<file path="config.mk">
export PLATFORM = sky130hd
export DESIGN_NAME = fetch_top
export DESIGN_NICKNAME = d
export VERILOG_FILES = /design/src/fetch_pkg.sv /design/src/fs_ds_if.sv /design/src/fetch_top.sv /design/src/id_stage.sv /design/src/if_stage.sv /design/src/pc_gen.sv
export SDC_FILE = /design/constraint.sdc
export NUM_CORES = 1
export LEC_CHECK = 0
export ABC_CLOCK_PERIOD_IN_PS = 7700
export BUFFER_PORTS_ARGS = -buffer_cell sky130_fd_sc_hd__buf_2
export CAP_MARGIN = 25
export CORE_UTILIZATION = 53
export CTS_CLUSTER_DIAMETER = 80
export DETAILED_ROUTE_END_ITERATION = 12
export PLACE_DENSITY = 0.79
export SYNTH_ARGS = -nofsm -noshare
export SYNTH_HDL_FRONTEND = slang
export SYNTH_SLANG_ARGS = --single-unit
</file>
<file path="constraint.sdc">
create_clock -name i_clk -period 7.7 [get_ports i_clk]
set_input_delay 0.77 -clock i_clk [delete_from_list [all_inputs] [get_ports i_clk]]
set_output_delay 0.77 -clock i_clk [all_outputs]
set_load 0.02 [all_outputs]
</file>
<file path="src/fetch_pkg.sv">
// shared widths and types for the fetch front end; RV64I only, no compressed instructions
`default_nettype none

package fetch_pkg;

  localparam int INST_WD      = 32;
  localparam int PC_WD        = 64;
  localparam int SRAM_ADDR_WD = 64;
  localparam int SRAM_DATA_WD = 64;  // two instructions per read

  localparam logic [PC_WD-1:0] PC_RESET_VAL = 64'h8000_0000;
  localparam logic [PC_WD-1:0] PC_STEP      = 64'd4;

  // major opcodes, bits [6:0] of the instruction word
  typedef enum logic [6:0] {
    OPC_LOAD      = 7'b000_0011,
    OPC_OP_IMM    = 7'b001_0011,
    OPC_AUIPC     = 7'b001_0111,
    OPC_OP_IMM_32 = 7'b001_1011,
    OPC_STORE     = 7'b010_0011,
    OPC_OP        = 7'b011_0011,
    OPC_LUI       = 7'b011_0111,
    OPC_OP_32     = 7'b011_1011,
    OPC_BRANCH    = 7'b110_0011,
    OPC_JAL       = 7'b110_1111
  } opcode_e;

  // class seen by later stages
  // lui and auipc count as alu work
  typedef enum logic [2:0] {
    OP_ALU    = 3'd0,
    OP_LOAD   = 3'd1,
    OP_STORE  = 3'd2,
    OP_BRANCH = 3'd3,
    OP_JAL    = 3'd4,
    OP_OTHER  = 3'd5
  } op_class_e;

  // redirect from decode back to the pc generator
  typedef struct packed {
    logic             br_taken;   // one cycle per jal
    logic [PC_WD-1:0] br_target;
  } br_bus_t;

endpackage

`default_nettype wire

</file>
<file path="src/fs_ds_if.sv">
// fetch to decode hand-off; a word moves on a clock edge where valid and allowin are both high
`default_nettype none

interface fs_ds_if import fetch_pkg::*; ();

  logic               valid;    // fetch holds a live word
  logic [INST_WD-1:0] inst;
  logic [PC_WD-1:0]   pc;
  logic               allowin;  // decode can take it

  // fetch side
  modport fs (
    output valid,
    output inst,
    output pc,
    input  allowin
  );

  // decode side
  modport ds (
    input  valid,
    input  inst,
    input  pc,
    output allowin
  );

endinterface

`default_nettype wire

</file>
<file path="src/fetch_top.sv">
// fetch front end top; sram must answer one cycle after ren and hold rdata while ren is low
`default_nettype none

module fetch_top import fetch_pkg::*; (
  input  logic                    i_clk,
  input  logic                    i_rst,
  // inst sram
  output logic                    o_inst_sram_ren,
  output logic [SRAM_ADDR_WD-1:0] o_inst_sram_addr,
  input  logic [SRAM_DATA_WD-1:0] i_inst_sram_rdata,
  input  logic                    i_inst_sram_rw_ready,
  // to execute
  input  logic                    i_es_allowin,
  output logic                    o_ds_valid,
  output logic [PC_WD-1:0]        o_ds_pc,
  output logic [INST_WD-1:0]      o_ds_inst,
  output op_class_e               o_ds_op
);

  br_bus_t br_bus;  // decode back to fetch

  fs_ds_if u_fs_ds ();

  if_stage u_if_stage (
    .i_clk                (i_clk),
    .i_rst                (i_rst),
    .i_br                 (br_bus),
    .i_inst_sram_rdata    (i_inst_sram_rdata),
    .i_inst_sram_rw_ready (i_inst_sram_rw_ready),
    .o_inst_sram_ren      (o_inst_sram_ren),
    .o_inst_sram_addr     (o_inst_sram_addr),
    .fs                   (u_fs_ds.fs)
  );

  id_stage u_id_stage (
    .i_clk        (i_clk),
    .i_rst        (i_rst),
    .ds           (u_fs_ds.ds),
    .i_es_allowin (i_es_allowin),
    .o_br         (br_bus),
    .o_ds_valid   (o_ds_valid),
    .o_ds_pc      (o_ds_pc),
    .o_ds_inst    (o_ds_inst),
    .o_ds_op      (o_ds_op)
  );

endmodule

`default_nettype wire

</file>
<file path="src/id_stage.sv">
// decode stage; classifies by major opcode only, resolves jal here, branches fall through
`default_nettype none

module id_stage import fetch_pkg::*; (
  input  logic               i_clk,
  input  logic               i_rst,
  fs_ds_if.ds                ds,
  input  logic               i_es_allowin,
  output br_bus_t            o_br,
  output logic               o_ds_valid,
  output logic [PC_WD-1:0]   o_ds_pc,
  output logic [INST_WD-1:0] o_ds_inst,
  output op_class_e          o_ds_op
);

  logic               ds_valid;
  logic               ds_allowin;
  logic               ds_leave;     // contents move on this cycle
  logic [PC_WD-1:0]   ds_pc;
  logic [INST_WD-1:0] ds_inst;
  logic [PC_WD-1:0]   j_imm;
  op_class_e          ds_op;

  assign ds_allowin  = ~ds_valid | i_es_allowin;
  assign ds_leave    = ds_valid & i_es_allowin;
  assign ds.allowin  = ds_allowin;

  always_ff @(posedge i_clk) begin
    if (i_rst) begin
      ds_valid <= 1'b0;
    end else if (ds_allowin) begin
      ds_valid <= ds.valid;  // already low for a squashed word
    end
  end

  // pipeline payload
  always_ff @(posedge i_clk) begin
    if (ds.valid && ds_allowin) begin
      ds_pc   <= ds.pc;
      ds_inst <= ds.inst;
    end
  end

  always_comb begin
    case (ds_inst[6:0])
      OPC_OP, OPC_OP_32, OPC_OP_IMM, OPC_OP_IMM_32, OPC_LUI, OPC_AUIPC: begin
        ds_op = OP_ALU;
      end
      OPC_LOAD: begin
        ds_op = OP_LOAD;
      end
      OPC_STORE: begin
        ds_op = OP_STORE;
      end
      OPC_BRANCH: begin
        ds_op = OP_BRANCH;  // treated as not taken
      end
      OPC_JAL: begin
        ds_op = OP_JAL;
      end
      default: begin
        ds_op = OP_OTHER;
      end
    endcase
  end

  // j-type immediate with bit 0 always zero
  assign j_imm = {{(PC_WD-21){ds_inst[31]}}, ds_inst[31], ds_inst[19:12],
                  ds_inst[20], ds_inst[30:21], 1'b0};

  // fires once, in the cycle the jal leaves
  assign o_br.br_taken  = ds_leave & (ds_op == OP_JAL);
  assign o_br.br_target = ds_pc + j_imm;

  assign o_ds_valid = ds_valid;
  assign o_ds_pc    = ds_pc;
  assign o_ds_inst  = ds_inst;
  assign o_ds_op    = ds_op;

  a_br_needs_valid: assert property (
    @(posedge i_clk) disable iff (i_rst)
    o_br.br_taken |-> o_ds_valid
  ) else $error("id_stage: redirect without a valid decode word");

  // fetch must squash its word, so decode is empty right after a redirect
  a_br_squash: assert property (
    @(posedge i_clk) disable iff (i_rst)
    o_br.br_taken |=> !o_ds_valid
  ) else $error("id_stage: wrong-path word entered decode after jal at %h", $past(ds_pc));

endmodule

`default_nettype wire

</file>
<file path="src/if_stage.sv">
// fetch stage; needs sram rdata to hold while ren is low, one request in flight at most
`default_nettype none

module if_stage import fetch_pkg::*; (
  input  logic                    i_clk,
  input  logic                    i_rst,
  input  br_bus_t                 i_br,
  input  logic [SRAM_DATA_WD-1:0] i_inst_sram_rdata,
  input  logic                    i_inst_sram_rw_ready,
  output logic                    o_inst_sram_ren,
  output logic [SRAM_ADDR_WD-1:0] o_inst_sram_addr,
  fs_ds_if.fs                     fs
);

  // pre-fetch side
  logic               to_fs_valid;   // a new request can go out
  logic               fs_load;

  // fetch side
  logic               fs_valid;
  logic               fs_allowin;
  logic [PC_WD-1:0]   fs_pc;
  logic [INST_WD-1:0] fs_inst;

  assign to_fs_valid = ~i_rst & i_inst_sram_rw_ready;

  // empty, or the current word moves into decode this cycle
  assign fs_allowin  = ~fs_valid | fs.allowin;
  assign fs_load     = to_fs_valid & fs_allowin;

  // a redirect only fires while decode empties, so fetch allows in that cycle.
  // the valid bit then either clears or belongs to the target's fetch
  always_ff @(posedge i_clk) begin
    if (i_rst) begin
      fs_valid <= 1'b0;
    end else if (fs_allowin) begin
      fs_valid <= to_fs_valid;
    end
  end

  pc_gen u_pc_gen (
    .i_clk            (i_clk),
    .i_rst            (i_rst),
    .i_load           (fs_load),
    .i_br             (i_br),
    .o_pc             (fs_pc),
    .o_inst_sram_ren  (o_inst_sram_ren),
    .o_inst_sram_addr (o_inst_sram_addr)
  );

  // sram lines are 64 bits wide and pc bit 2 picks the half
  always_comb begin
    if (fs_pc[2]) begin
      fs_inst = i_inst_sram_rdata[SRAM_DATA_WD-1 -: INST_WD];
    end else begin
      fs_inst = i_inst_sram_rdata[INST_WD-1:0];
    end
  end

  // the word in fetch is wrong-path whenever decode redirects
  assign fs.valid = fs_valid & ~i_br.br_taken;
  assign fs.inst  = fs_inst;
  assign fs.pc    = fs_pc;

  // stalled word must not change
  // relies on the pc holding and on the sram keeping rdata without ren
  a_fs_hold: assert property (
    @(posedge i_clk) disable iff (i_rst)
    (fs_valid && !fs_allowin) |=> (fs_valid && $stable(fs_inst) && $stable(fs_pc))
  ) else $error("if_stage: stalled fetch word changed, pc=%h", fs_pc);

endmodule

`default_nettype wire

</file>
<file path="src/pc_gen.sv">
// pc generator; the sram samples addr on the edge where the pc moves and pc holds the last request
`default_nettype none

module pc_gen import fetch_pkg::*; (
  input  logic                    i_clk,
  input  logic                    i_rst,
  input  logic                    i_load,            // fetch issues a request this cycle
  input  br_bus_t                 i_br,
  output logic [PC_WD-1:0]        o_pc,
  output logic                    o_inst_sram_ren,
  output logic [SRAM_ADDR_WD-1:0] o_inst_sram_addr
);

  logic [PC_WD-1:0] pc_q;     // address of the last request
  logic [PC_WD-1:0] next_pc;

  // redirect wins over the sequential step
  assign next_pc = i_br.br_taken ? i_br.br_target : pc_q + PC_STEP;

  always_ff @(posedge i_clk) begin
    if (i_rst) begin
      pc_q <= PC_RESET_VAL - PC_STEP;  // first request lands on the reset vector
    end else if (i_load) begin
      pc_q <= next_pc;
    end else if (i_br.br_taken) begin
      // no request went out with the redirect
      // park one word short so the next step hits the target
      pc_q <= i_br.br_target - PC_STEP;
    end
  end

  assign o_pc             = pc_q;
  assign o_inst_sram_ren  = i_load;
  assign o_inst_sram_addr = next_pc[SRAM_ADDR_WD-1:0];  // request goes out with the update

  // jal targets come from decode
  // a misaligned one would break the word select in fetch
  a_pc_aligned: assert property (
    @(posedge i_clk) disable iff (i_rst)
    pc_q[1:0] == 2'b00
  ) else $error("pc_gen: pc not word aligned, pc=%h", pc_q);

endmodule

`default_nettype wire

</file>
==> impl_metrics.env <==
export IMPL_endpoint_kind="primary output"
export IMPL_ff2ff_path_depth=13
export IMPL_fin_setup_tns_ns=0
export IMPL_core_mm2=0.0269
export IMPL_fin_skew_ns=0.0174
export IMPL_vias_per_cell=6.60
export IMPL_max_freq_ghz=0.169
export IMPL_ys_seq_area_frac=0.291
export IMPL_firstDrtPassIters=6
export IMPL_gp_congestion=1.03
export IMPL_synth_seq_cells=162
export IMPL_port_buffers=232
export IMPL_synth_edf_count=96
export IMPL_wl_met1_um=22200
export IMPL_fin_nets=2081
export IMPL_p_per_area_mw_per_mm2=173
export IMPL_r2r_start="u_id_stage.o_ds_inst[31]$_DFFE_PP_"
export IMPL_cts_max_level=4
export IMPL_ys_types=101
export IMPL_cts_resized=0
export IMPL_fp_dieW_um=167
export IMPL_hold_start="u_if_stage.u_pc_gen.o_pc[1]$_SDFFE_PP0P_"
export IMPL_period_needed_ns=5.92
export IMPL_cts_sinks=162
export IMPL_initial_core_util=0.538
export IMPL_cts_tree="done"
export IMPL_crit_path_top_delay_cell="edfxtp_1"
export IMPL_worstSkewPairLatency_ns=0.44
export IMPL_wl_um=51700
export IMPL_antenna_found_initial=0
export IMPL_layout_drive_gt1_share=0.181
export IMPL_arrival_ns=5.15
export IMPL_worst_setup_path_type="reg2out"
export IMPL_fin_ws_ns=1.78
export IMPL_rrSetupSlack_ns=2.06
export IMPL_p_sw_frac=0.387
export IMPL_p_leak_nw=6.24
export IMPL_r2r_end="u_if_stage.u_pc_gen.o_pc[58]$_SDFFE_PP0P_"
export IMPL_holdBufCountCts=0
export IMPL_die_area_mm2=0.0280
export IMPL_wl_per_cell_um=22.5
export IMPL_hold_viol_final=0
export IMPL_holdPathEnd="u_id_stage.o_ds_pc[1]$_DFFE_PP_"
export IMPL_antennaDiodeCount=0
export IMPL_critical_path_max_stage_delay_ns=0.78
export IMPL_p_int_mw=1.74
export IMPL_ir_worst_vdd_mv=0.141
export IMPL_p_switching_mw=1.10
export IMPL_syn_area_per_cell_um2=8.13
export IMPL_cts_buffer_depth=2
export IMPL_seqPwrFrac=0.358
export IMPL_cp_cell_sequence="ha_1 -> nand2_1 -> o21ai_0 -> a21oi_1 -> a221oi_1 -> nor2_1 -> a21o_1 -> a311oi_1 -> nor2_1 -> a21oi_1 -> buf_2"
export IMPL_ant_nets=0
export IMPL_wl_met2_um=21900
export IMPL_yosys_most_used_dff="edfxtp_1"
export IMPL_postCtsSetupBuffers=0
export IMPL_vias=15200
export IMPL_fp_dieH_um=167
export IMPL_route_met3_wl_um=6360
export IMPL_p_comb_frac=0.327
export IMPL_syn_nets=1912
export IMPL_io_pin_count=233
export IMPL_grt_max_degree=78
export IMPL_top_layer="met4"
export IMPL_async_flop_share=0
export IMPL_place_ws_ns=2.25
export IMPL_synth_most_common_cell="nand2_1"
export IMPL_crit_family="compound AO/OA/AOI/OAI gates"
export IMPL_hold_path_class="reg2reg"
export IMPL_synth_area_mm2=0.0145
export IMPL_cts_made_buffers=17
export IMPL_drc_errors=0
export IMPL_slew_viol_final=0
export IMPL_status="finished clean"
export IMPL_synth_top_cell_area_share=0.199
export IMPL_cp_required_ns=6.93
export IMPL_overflow=0
export IMPL_tightest_slew_ns=1.09
export IMPL_path_max_fanout=23
export IMPL_hpwl_um=39700
export IMPL_ys_top_cells_by_area="edfxtp_1 (20%), dfxtp_1 (9.1%), nand2_1 (5.9%)"
export IMPL_drv_cap=0
export IMPL_crit_path_start_kind="flip-flop"
export IMPL_grtUsageTotal=0.360
export IMPL_whs_ns=0.441
export IMPL_yosysWarnings=0
export IMPL_synth_cells=1779
export IMPL_path_clk_slew_ns=0.07
export IMPL_drtIter0Drc=1875
export IMPL_synthTopCellsByCount="nand2_1 (228), nor2_1 (143), o21ai_0 (135), a21oi_1 (115), edfxtp_1 (96)"
export IMPL_yosysTopAreaCell="edfxtp_1"
export IMPL_placementRows=60
export IMPL_area_growth_syn_to_layout_pct=13.4
export IMPL_path_buf_inv=1
export IMPL_grt_pass1_wl_um=78100
export IMPL_rsz0062_at_grt="false"
export IMPL_p_clk_frac=0.315
export IMPL_setup_violations=0
export IMPL_post_route_period_util=0.768
export IMPL_hold_depth=0
export IMPL_cts_root_buf="clkbuf_16"
export IMPL_grt_pass1_vias=13800
export IMPL_slew_headroom=0.272
[how the worst max path moves through the flow]
stage	from	endpoint	slack [ns]	depth (start not counted)
finish	u_id_stage.o_ds_inst[31]$_DFFE_PP_	o_inst_sram_addr[61]	1.78	11
floorplan	u_id_stage.o_ds_inst[4]$_DFFE_PP_	u_id_stage.o_ds_inst[0]$_DFFE_PP_	1.68	5
global placement	u_id_stage.o_ds_inst[31]$_DFFE_PP_	u_if_stage.u_pc_gen.o_pc[58]$_SDFFE_PP0P_	2.40	12
global route	u_id_stage.o_ds_inst[31]$_DFFE_PP_	o_inst_sram_addr[61]	1.40	11
detailed placement	u_id_stage.o_ds_inst[31]$_DFFE_PP_	u_if_stage.u_pc_gen.o_pc[58]$_SDFFE_PP0P_	2.25	12
CTS	u_id_stage.o_ds_inst[31]$_DFFE_PP_	o_inst_sram_addr[52]	1.85	10
[power by group through the flow]
| stage | Combinational (mW) | Clock, mW | Sequential (mW) |
|---|---|---|---|
| CTS | 0.903 | 0.898 | 1.02 |
| floorplan | 0.615 | 0 | 1.04 |
| detailed placement | 0.897 | 0 | 1.04 |
| global placement | 0.885 | 0 | 1.03 |
| global route | 0.998 | 0.928 | 1.02 |
| finish | 0.931 | 0.895 | 1.02 |
[layout by cell type (no fill, tap or decap), drive strengths merged, types with 48 or more instances in the layout]
cell type	count
nor2	143
o21ai	142
xnor2	92
xor2	79
edfxtp	96
dfxtp	66
a21oi	117
a211oi	48
ha	64
nand3	64
buf	244
nand2	229
[cell type report]
type | count | area (um^2)
timing repair buffer | 244 | 1260
tap | 341 | 427
sequential | 162 | 4210
inverter | 14 | 52.6
fill | 2425 | 10500
clock buffer | 18 | 429
multi-input combinational | 1509 | 9870
clock inverter | 14 | 168
[through the flow]
stage,area (um^2),instances,util,power (mW)
after floorplan,14500,1779,-,1.66
after global placement,15800,2267,0.587,1.92
after detailed placement,15800,2269,0.588,1.93
after CTS,16400,2301,0.610,2.82
after global routing,16400,2302,0.611,2.95
final,16400,2302,0.611,2.84
[state kept, by name, indices dropped and copies added, names as in the netlist]
name                      count
u_if_stage.fs_valid           1
u_id_stage.o_ds_valid         1
u_id_stage.o_ds_pc           64
u_if_stage.u_pc_gen.o_pc     64
u_id_stage.o_ds_inst         32
[worst register-to-register path: cells and delay by family (launching register included)]
kind	cells	cell delay, ns
compound gates	3	1.47
fa+ha+maj	1	0.69
buf+inv	1	0.19
flops	1	0.78
simple gates	7	2.14
mux	1	0.26
[per-layer routing]
layer,GRT usage,vias up
met5,0,-
met4,0.104,0
met3,0.0759,88
met2,0.531,934
met1,0.527,7159
li1,-,7022
[kinds of logic (layout without fill, tap and decap cells)]
kind of cell / count (synthesis) / in the layout / share of synthesized area
flops: 162 / 162 / 0.291
simple gates: 738 / 738 / 0.259
fa+ha+maj: 66 / 66 / 0.0574
compound gates: 492 / 492 / 0.227
mux: 42 / 42 / 0.0320
buf+inv: 108 / 290 / 0.0302
xor+xnor: 171 / 171 / 0.103
(Power assumes the default switching activity.)
